$ cat src/mmu_pkg.sv
// Sv32 translation unit shared sizes, access kinds, PTE layout and result types
package mmu_pkg;

    localparam int vpn_w       = 20;
    localparam int ppn_w       = 22;
    localparam int paddr_w     = 34;
    localparam int tlb_entries = 16;
    localparam int tlb_idx_w   = 4;                 // Low VPN bits select the line
    localparam int tlb_tag_w   = vpn_w - tlb_idx_w;

    typedef enum logic [1:0] {
        acc_read  = 2'd0,
        acc_write = 2'd1,
        acc_exec  = 2'd2
    } access_t;

    typedef enum logic [1:0] {
        bus_okay = 2'd0,
        bus_err  = 2'd1
    } bus_resp_t;

    // Low byte of every PTE with v in bit 0
    typedef struct packed {
        logic d;
        logic a;
        logic g;
        logic u;
        logic x;
        logic w;
        logic r;
        logic v;
    } pte_flags_t;

    typedef struct packed {
        logic [11:0] ppn1;
        logic [9:0]  ppn0;
        logic [1:0]  rsw;
        pte_flags_t  flags;
    } pte_leaf_t;

    typedef struct packed {
        logic [ppn_w-1:0] next_ppn;   // Base of the next level table
        logic [1:0]       rsw;
        pte_flags_t       flags;
    } pte_ptr_t;

    // Same 32-bit word seen as leaf or as pointer
    typedef union packed {
        pte_leaf_t leaf;
        pte_ptr_t  ptr;
    } pte_t;

    typedef struct packed {
        logic [ppn_w-1:0] ppn;
        pte_flags_t       flags;
        logic             pagefault;
        logic             accessfault;
    } walk_result_t;

    typedef struct packed {
        logic [ppn_w-1:0] ppn;
        logic             pagefault;
        logic             accessfault;
    } xlate_resp_t;

endpackage

$ cat src/mmu_ctrl.sv
// Translation sequencer that accepts requests, checks the TLB, starts walks and checks permissions
`timescale 1ns/1ps

module mmu_ctrl import mmu_pkg::*; (
    input  logic             clk,
    input  logic             rst_n,
    input  logic             req_valid,
    input  logic [vpn_w-1:0] req_vpn,
    input  access_t          req_access,
    output logic             req_ack,
    output logic             resp_valid,
    output xlate_resp_t      resp,
    input  logic             satp_mode,
    output logic [vpn_w-1:0] lookup_vpn,
    input  logic             lookup_hit,
    input  walk_result_t     lookup_entry,
    output logic             refill_en,
    output logic [vpn_w-1:0] refill_vpn,
    output walk_result_t     refill_entry,
    output logic             walk_start,
    output logic [vpn_w-1:0] walk_vpn,
    input  logic             walk_done,
    input  walk_result_t     walk_result
);

    typedef enum logic [1:0] {
        st_idle,
        st_lookup,
        st_walk,
        st_respond
    } ctrl_state_t;

    ctrl_state_t      state;
    logic [vpn_w-1:0] vpn_q;
    access_t          acc_q;
    xlate_resp_t      resp_q;

    logic         accept;
    logic         check_now;
    walk_result_t check_entry;
    xlate_resp_t  checked_resp;
    logic         allowed;

    function automatic logic perm_ok(input pte_flags_t flags, input access_t acc);
        case (acc)
            acc_read:  return flags.r;
            acc_write: return flags.w;
            acc_exec:  return flags.x;
            default:   return 1'b0;
        endcase
    endfunction

    assign req_ack    = state == st_idle;
    assign accept     = req_ack && req_valid;
    assign resp_valid = state == st_respond;
    assign resp       = resp_q;

    assign lookup_vpn = req_vpn;    // TLB registers it on the accepting edge
    assign walk_start = state == st_lookup && !lookup_hit;
    assign walk_vpn   = vpn_q;

    assign refill_en    = state == st_walk && walk_done
                          && !walk_result.pagefault && !walk_result.accessfault;
    assign refill_vpn   = vpn_q;
    assign refill_entry = walk_result;

    // Single checker shared by hit and walk paths
    assign check_entry = (state == st_walk) ? walk_result : lookup_entry;
    assign check_now   = (state == st_lookup && lookup_hit) || (state == st_walk && walk_done);
    assign allowed     = perm_ok(check_entry.flags, acc_q);

    always_comb begin
        checked_resp.accessfault = check_entry.accessfault;
        checked_resp.pagefault   = !check_entry.accessfault
                                   && (check_entry.pagefault || !allowed);
        checked_resp.ppn         = (checked_resp.pagefault || checked_resp.accessfault)
                                   ? '0 : check_entry.ppn;
    end

    always_ff @(posedge clk or negedge rst_n) begin
        if (!rst_n) begin
            state <= st_idle;
        end else begin
            case (state)
                st_idle:    if (accept) state <= satp_mode ? st_lookup : st_respond;
                st_lookup:  state <= lookup_hit ? st_respond : st_walk;
                st_walk:    if (walk_done) state <= st_respond;
                default:    state <= st_idle;
            endcase
        end
    end

    always_ff @(posedge clk) begin
        if (accept) begin
            vpn_q <= req_vpn;
            acc_q <= req_access;
        end
        if (accept && !satp_mode) begin
            resp_q <= '{ppn: {{(ppn_w - vpn_w){1'b0}}, req_vpn}, pagefault: 1'b0,
                        accessfault: 1'b0};   // Identity map
        end else if (check_now) begin
            resp_q <= checked_resp;
        end
    end

endmodule

$ cat src/mmu_ptw.sv
// Two-level Sv32 page table walker on a read-only memory port
`timescale 1ns/1ps

module mmu_ptw import mmu_pkg::*; (
    input  logic               clk,
    input  logic               rst_n,
    input  logic               walk_start,
    input  logic [vpn_w-1:0]   walk_vpn,
    input  logic [ppn_w-1:0]   satp_ppn,
    output logic               walk_done,
    output walk_result_t       walk_result,
    output logic               mem_req,
    output logic [paddr_w-1:0] mem_addr,
    input  logic               mem_done,
    input  bus_resp_t          mem_resp,
    input  pte_t               mem_rdata
);

    typedef enum logic {
        ptw_idle,
        ptw_walking
    } ptw_state_t;

    ptw_state_t       state;
    logic             level;        // 1 is the root table
    logic [ppn_w-1:0] table_base;
    logic [vpn_w-1:0] vpn_q;

    logic bus_error;
    logic pte_invalid;
    logic pte_leaf;
    logic pte_misaligned;
    logic descend;

    assign bus_error      = mem_resp != bus_okay;
    assign pte_invalid    = !mem_rdata.leaf.flags.v
                            || (!mem_rdata.leaf.flags.r && mem_rdata.leaf.flags.w);
    assign pte_leaf       = mem_rdata.leaf.flags.r || mem_rdata.leaf.flags.x;
    assign pte_misaligned = level && (mem_rdata.leaf.ppn0 != '0);

    assign mem_req  = state == ptw_walking;
    assign mem_addr = {table_base, level ? vpn_q[19:10] : vpn_q[9:0], 2'b00};

    always_comb begin
        descend                 = 1'b0;
        walk_result.ppn         = {mem_rdata.leaf.ppn1, level ? vpn_q[9:0] : mem_rdata.leaf.ppn0};
        walk_result.flags       = mem_rdata.leaf.flags;
        walk_result.pagefault   = 1'b0;
        walk_result.accessfault = 1'b0;
        if (bus_error) begin
            walk_result.accessfault = 1'b1;
        end else if (pte_invalid) begin
            walk_result.pagefault = 1'b1;
        end else if (pte_leaf) begin
            walk_result.pagefault = pte_misaligned;  // Megapage must be 4 MiB aligned
        end else if (!level) begin
            walk_result.pagefault = 1'b1;            // Pointer where a leaf is required
        end else begin
            descend = 1'b1;
        end
    end

    assign walk_done = mem_req && mem_done && !descend;

    always_ff @(posedge clk or negedge rst_n) begin
        if (!rst_n) begin
            state <= ptw_idle;
            level <= 1'b1;
        end else begin
            case (state)
                ptw_idle: begin
                    if (walk_start) begin
                        state <= ptw_walking;
                        level <= 1'b1;
                    end
                end
                ptw_walking: begin
                    if (mem_done) begin
                        if (descend) begin
                            level <= 1'b0;
                        end else begin
                            state <= ptw_idle;
                        end
                    end
                end
                default: state <= ptw_idle;
            endcase
        end
    end

    always_ff @(posedge clk) begin
        if (state == ptw_idle && walk_start) begin
            vpn_q      <= walk_vpn;
            table_base <= satp_ppn;
        end else if (mem_req && mem_done && descend) begin
            table_base <= mem_rdata.ptr.next_ppn;
        end
    end

endmodule

$ cat src/mmu_tlb.sv
// Direct-mapped TLB with a registered lookup port and a refill port
`timescale 1ns/1ps

module mmu_tlb import mmu_pkg::*; (
    input  logic             clk,
    input  logic             rst_n,
    input  logic [vpn_w-1:0] lookup_vpn,
    output logic             lookup_hit,
    output walk_result_t     lookup_entry,
    input  logic             refill_en,
    input  logic [vpn_w-1:0] refill_vpn,
    input  walk_result_t     refill_entry
);

    logic [tlb_entries-1:0] valid_q;
    logic [tlb_tag_w-1:0]   tag_mem   [tlb_entries];
    walk_result_t           entry_mem [tlb_entries];

    logic [tlb_idx_w-1:0] lookup_idx;
    logic [tlb_tag_w-1:0] lookup_tag;
    logic [tlb_idx_w-1:0] refill_idx;
    logic [tlb_tag_w-1:0] refill_tag;

    assign lookup_idx = lookup_vpn[tlb_idx_w-1:0];
    assign lookup_tag = lookup_vpn[vpn_w-1:tlb_idx_w];
    assign refill_idx = refill_vpn[tlb_idx_w-1:0];
    assign refill_tag = refill_vpn[vpn_w-1:tlb_idx_w];

    // Valid bits only cleared by reset
    always_ff @(posedge clk or negedge rst_n) begin
        if (!rst_n) begin
            valid_q <= '0;
        end else if (refill_en) begin
            valid_q[refill_idx] <= 1'b1;
        end
    end

    always_ff @(posedge clk) begin
        if (refill_en) begin
            tag_mem[refill_idx]   <= refill_tag;
            entry_mem[refill_idx] <= refill_entry;
        end
    end

    // Lookup sees the old line if a refill lands in the same cycle
    always_ff @(posedge clk or negedge rst_n) begin
        if (!rst_n) begin
            lookup_hit <= 1'b0;
        end else begin
            lookup_hit <= valid_q[lookup_idx] && (tag_mem[lookup_idx] == lookup_tag);
        end
    end

    always_ff @(posedge clk) begin
        lookup_entry <= entry_mem[lookup_idx];
    end

endmodule

$ cat src/mmu_top.sv
// Address translation unit top connecting sequencer, TLB and page table walker
`timescale 1ns/1ps

module mmu_top import mmu_pkg::*; (
    input  logic               clk,
    input  logic               rst_n,
    input  logic               req_valid,
    input  logic [vpn_w-1:0]   req_vpn,
    input  access_t            req_access,
    output logic               req_ack,
    output logic               resp_valid,
    output xlate_resp_t        resp,
    input  logic               satp_mode,
    input  logic [ppn_w-1:0]   satp_ppn,
    output logic               mem_req,
    output logic [paddr_w-1:0] mem_addr,
    input  logic               mem_done,
    input  bus_resp_t          mem_resp,
    input  pte_t               mem_rdata
);

    logic [vpn_w-1:0] lookup_vpn;
    logic             lookup_hit;
    walk_result_t     lookup_entry;
    logic             refill_en;
    logic [vpn_w-1:0] refill_vpn;
    walk_result_t     refill_entry;
    logic             walk_start;
    logic [vpn_w-1:0] walk_vpn;
    logic             walk_done;
    walk_result_t     walk_result;

    mmu_ctrl u_ctrl (
        .clk          (clk),
        .rst_n        (rst_n),
        .req_valid    (req_valid),
        .req_vpn      (req_vpn),
        .req_access   (req_access),
        .req_ack      (req_ack),
        .resp_valid   (resp_valid),
        .resp         (resp),
        .satp_mode    (satp_mode),
        .lookup_vpn   (lookup_vpn),
        .lookup_hit   (lookup_hit),
        .lookup_entry (lookup_entry),
        .refill_en    (refill_en),
        .refill_vpn   (refill_vpn),
        .refill_entry (refill_entry),
        .walk_start   (walk_start),
        .walk_vpn     (walk_vpn),
        .walk_done    (walk_done),
        .walk_result  (walk_result)
    );

    mmu_tlb u_tlb (
        .clk          (clk),
        .rst_n        (rst_n),
        .lookup_vpn   (lookup_vpn),
        .lookup_hit   (lookup_hit),
        .lookup_entry (lookup_entry),
        .refill_en    (refill_en),
        .refill_vpn   (refill_vpn),
        .refill_entry (refill_entry)
    );

    mmu_ptw u_ptw (
        .clk         (clk),
        .rst_n       (rst_n),
        .walk_start  (walk_start),
        .walk_vpn    (walk_vpn),
        .satp_ppn    (satp_ppn),
        .walk_done   (walk_done),
        .walk_result (walk_result),
        .mem_req     (mem_req),
        .mem_addr    (mem_addr),
        .mem_done    (mem_done),
        .mem_resp    (mem_resp),
        .mem_rdata   (mem_rdata)
    );

endmodule
$ cat config.mk
export PLATFORM = sky130hd
export DESIGN_NAME = mmu_top
export DESIGN_NICKNAME = d
export VERILOG_FILES = /design/src/mmu_pkg.sv /design/src/mmu_ctrl.sv /design/src/mmu_ptw.sv /design/src/mmu_tlb.sv /design/src/mmu_top.sv
export SDC_FILE = /design/constraint.sdc
export NUM_CORES = 1
export LEC_CHECK = 0
export BUFFER_PORTS_ARGS = -buffer_cell sky130_fd_sc_hd__buf_4
export CAP_MARGIN = 0
export CORE_MARGIN = 2
export CORE_UTILIZATION = 62
export DETAILED_ROUTE_END_ITERATION = 8
export PLACE_DENSITY = 0.82
export REMOVE_ABC_BUFFERS = 1
export SLEW_MARGIN = 20
export SYNTH_ARGS = -nofsm -noshare
export SYNTH_HDL_FRONTEND = slang
export SYNTH_HIERARCHICAL = 1
export SYNTH_SLANG_ARGS = --single-unit
export TNS_END_PERCENT = 50
$ cat constraint.sdc
create_clock -name clk -period 6.56 [get_ports clk]
set_input_delay 0.656 -clock clk [delete_from_list [all_inputs] [get_ports clk]]
set_output_delay 0.656 -clock clk [all_outputs]
set_load 0.05 [all_outputs]
==> summary.txt <==
Number of setup buffers added after CTS: 0
Critical path type: flop to flop
Setup WS pre-CTS: 1860 ps
IO Port Bufs: 135
Worst EP required: 6850 ps
Crit share post-route: 68.5%
CTS Sinks: 824
Gate Count Post-Synth: 1550
Nets: 1731
DRT Pass-1 Iters: 5
Via Count: 16400
Die height: 234 um
CTS hold repair buffers: 1
Root buffer cell: clkbuf_16
Most frequent CP cell: nor3_1
Overall routing resource usage: 29.3%
Unrepaired setup endpoints after global routing: false
Tightest Pin Transition: 1070 ps
CTS resizes: 0
MaxCap Viol Count: 0
CP bufs+invs: 1
TritonCTS clock tree: built
CP Capture Type: flop
Status: complete, no violations
Commonest non-fill, non-tap cell in the layout: edfxtp_1
Net Sw Frac: 25.5%
Slew Limit Fails: 0
Synth Cell Area: 32800 um^2
Routed Antenna Nets: 0
WP data arrival: 4790 ps
Htree depth: 3
Vias in the first global route: 16700
Initial drt markers: 2320
CP max stage cell: dfstp_2
Global route overflow: 0
Most frequent cells in the layout: edfxtp_1, mux4_2, buf_4, clkbuf_16, mux2i_1
Setup TNS: 0 ps
Worst hold path class: input pin to flop
RD Place Congestion: 0.854
Global-route wire length before repair: 113000 um
Worst-Skew Late Latency: 640 ps
Yosys warning count: 6
Largest net degree at the start of global routing: 76
Delay of the slowest critical-path stage: 1120 ps
Avg Cell Area, Syn: 21.2 um^2
CP Max Fanout: 25
WL/cell: 32.8 um
Share of cells above drive strength 1: 34.8%
HPWL after DPL: 40200 um
IO Pins: 144
Fmax: 0.223 GHz
DRT Wirelength: 78500 um
Setup violations, final: 0
Slew headroom: 28.7%
Leak: 0.0121 uW
Final setup margin: 2070 ps
Initial cell density of the core: 62.5%
Drt drc: 0
Core Region: 52400 um^2
CTS max path bufs: 3
Crit-path leading delay family: simple AND/OR/NAND/NOR gates
Worst-path clk slew: 70 ps
Hold Vio Cnt, Final: 0
Row count: 84
Area Growth Syn to Fin: 11.7%
VDD IR-drop max: 234 uV
CP startpoint kind: flop
Combinational Power Share: 13.1%
Fin crit period: 4490 ps
Die area: 54700 um^2
TritonCTS Buffers: 78
P_sw: 3210 uW
Skew final: 37.0 ps
Initial antenna violation count: 1
Vias per cell: 6.83
Clk network pwr share: 36.6%
Pwr Density: 343 nW/um^2
Flop pwr share: 50.3%
Crit-path cells: nor3_1 > o31a_1 > nor3_1 > or3b_2 > nor2_4 > buf_12
Pint: 9360 uW
Die width: 234 um
final timing paths:
kind / cells past startpoint / to / from / slack [ps]
worst max-delay path: 6 / u_tlb/entry_mem[3][28] / u_ptw/level / 2070
worst min-delay path: 1 / u_ctrl/acc_q[0] / req_access[0] / 220
worst max register to register: 6 / u_tlb/entry_mem[3][28] / u_ptw/level / 2070
worst min register to register: 1 / u_tlb/valid_q[5] / u_tlb/valid_q[5] / 480
max in group asynchronous: 2 / u_ptw/level / rst_n / 5810
min in group asynchronous: 2 / u_tlb/lookup_hit / rst_n / 460
layout make-up:
cell class | instances | area (um^2)
diodes | 1 | 2.50
repair buffers | 174 | 1410
inverters | 14 | 52.6
multi-input cells | 552 | 7390
clock buffers | 94 | 2060
clock inverters | 48 | 527
well taps | 688 | 861
fillers | 2906 | 15800
flip-flops and latches | 824 | 24300
worst register-to-register path, stage by stage, from the launching register on:
cell and delay, ps:
dfstp_2 1120, nor3_1 140, o31a_1 490, nor3_1 590
or3b_2 630, nor2_4 840, buf_12 330
per-layer routing:
metal  vias up  GRT usage [%]  part of all wire (%)
met5         -              0                     0
met4         0           12.5                   4.2
met1      8551           39.7                    36
met2      1169           47.4                    50
li1       6445              -                     -
met3       200           5.69                    10
flip-flops by register name, summed over array words and instances, names as in the netlist:
signal / count
u_tlb/lookup_entry: 27
u_ptw/level: 1
u_ptw/table_base: 22
u_ctrl/acc_q: 2
u_ptw/vpn_q: 20
u_ctrl/resp: 24
u_tlb/entry_mem: 432
u_ctrl/refill_vpn: 20
u_ctrl/state: 2
u_tlb/tag_mem: 256
u_tlb/valid_q: 16
u_tlb/lookup_hit: 1
u_ptw/mem_req: 1
power groups by stage:
| stage | registers, uW | logic [uW] | clock network (uW) |
|---|---|---|---|
| 6_report | 6320 | 1650 | 4600 |
| 5_1_grt | 6340 | 1710 | 4830 |
| 4_1_cts | 6320 | 1640 | 4640 |
| 3_5_place_dp | 6420 | 1630 | 0 |
| 3_3_place_gp | 6400 | 1580 | 0 |
| 2_1_floorplan | 6590 | 742 | 0 |
metrics by stage:
stage	hold slack, ps	utilization [%]	cell area (um^2)	instances	total power, uW
2_1_floorplan	360	-	31600	1390	7340
4_1_cts	199	69.9	36600	2394	12600
3_3_place_gp	446	64.9	34000	2251	7980
3_5_place_dp	451	64.9	34000	2251	8050
5_1_grt	211	69.9	36600	2394	12900
6_report	222	69.9	36600	2395	12600
(Power assumes the default switching activity.)
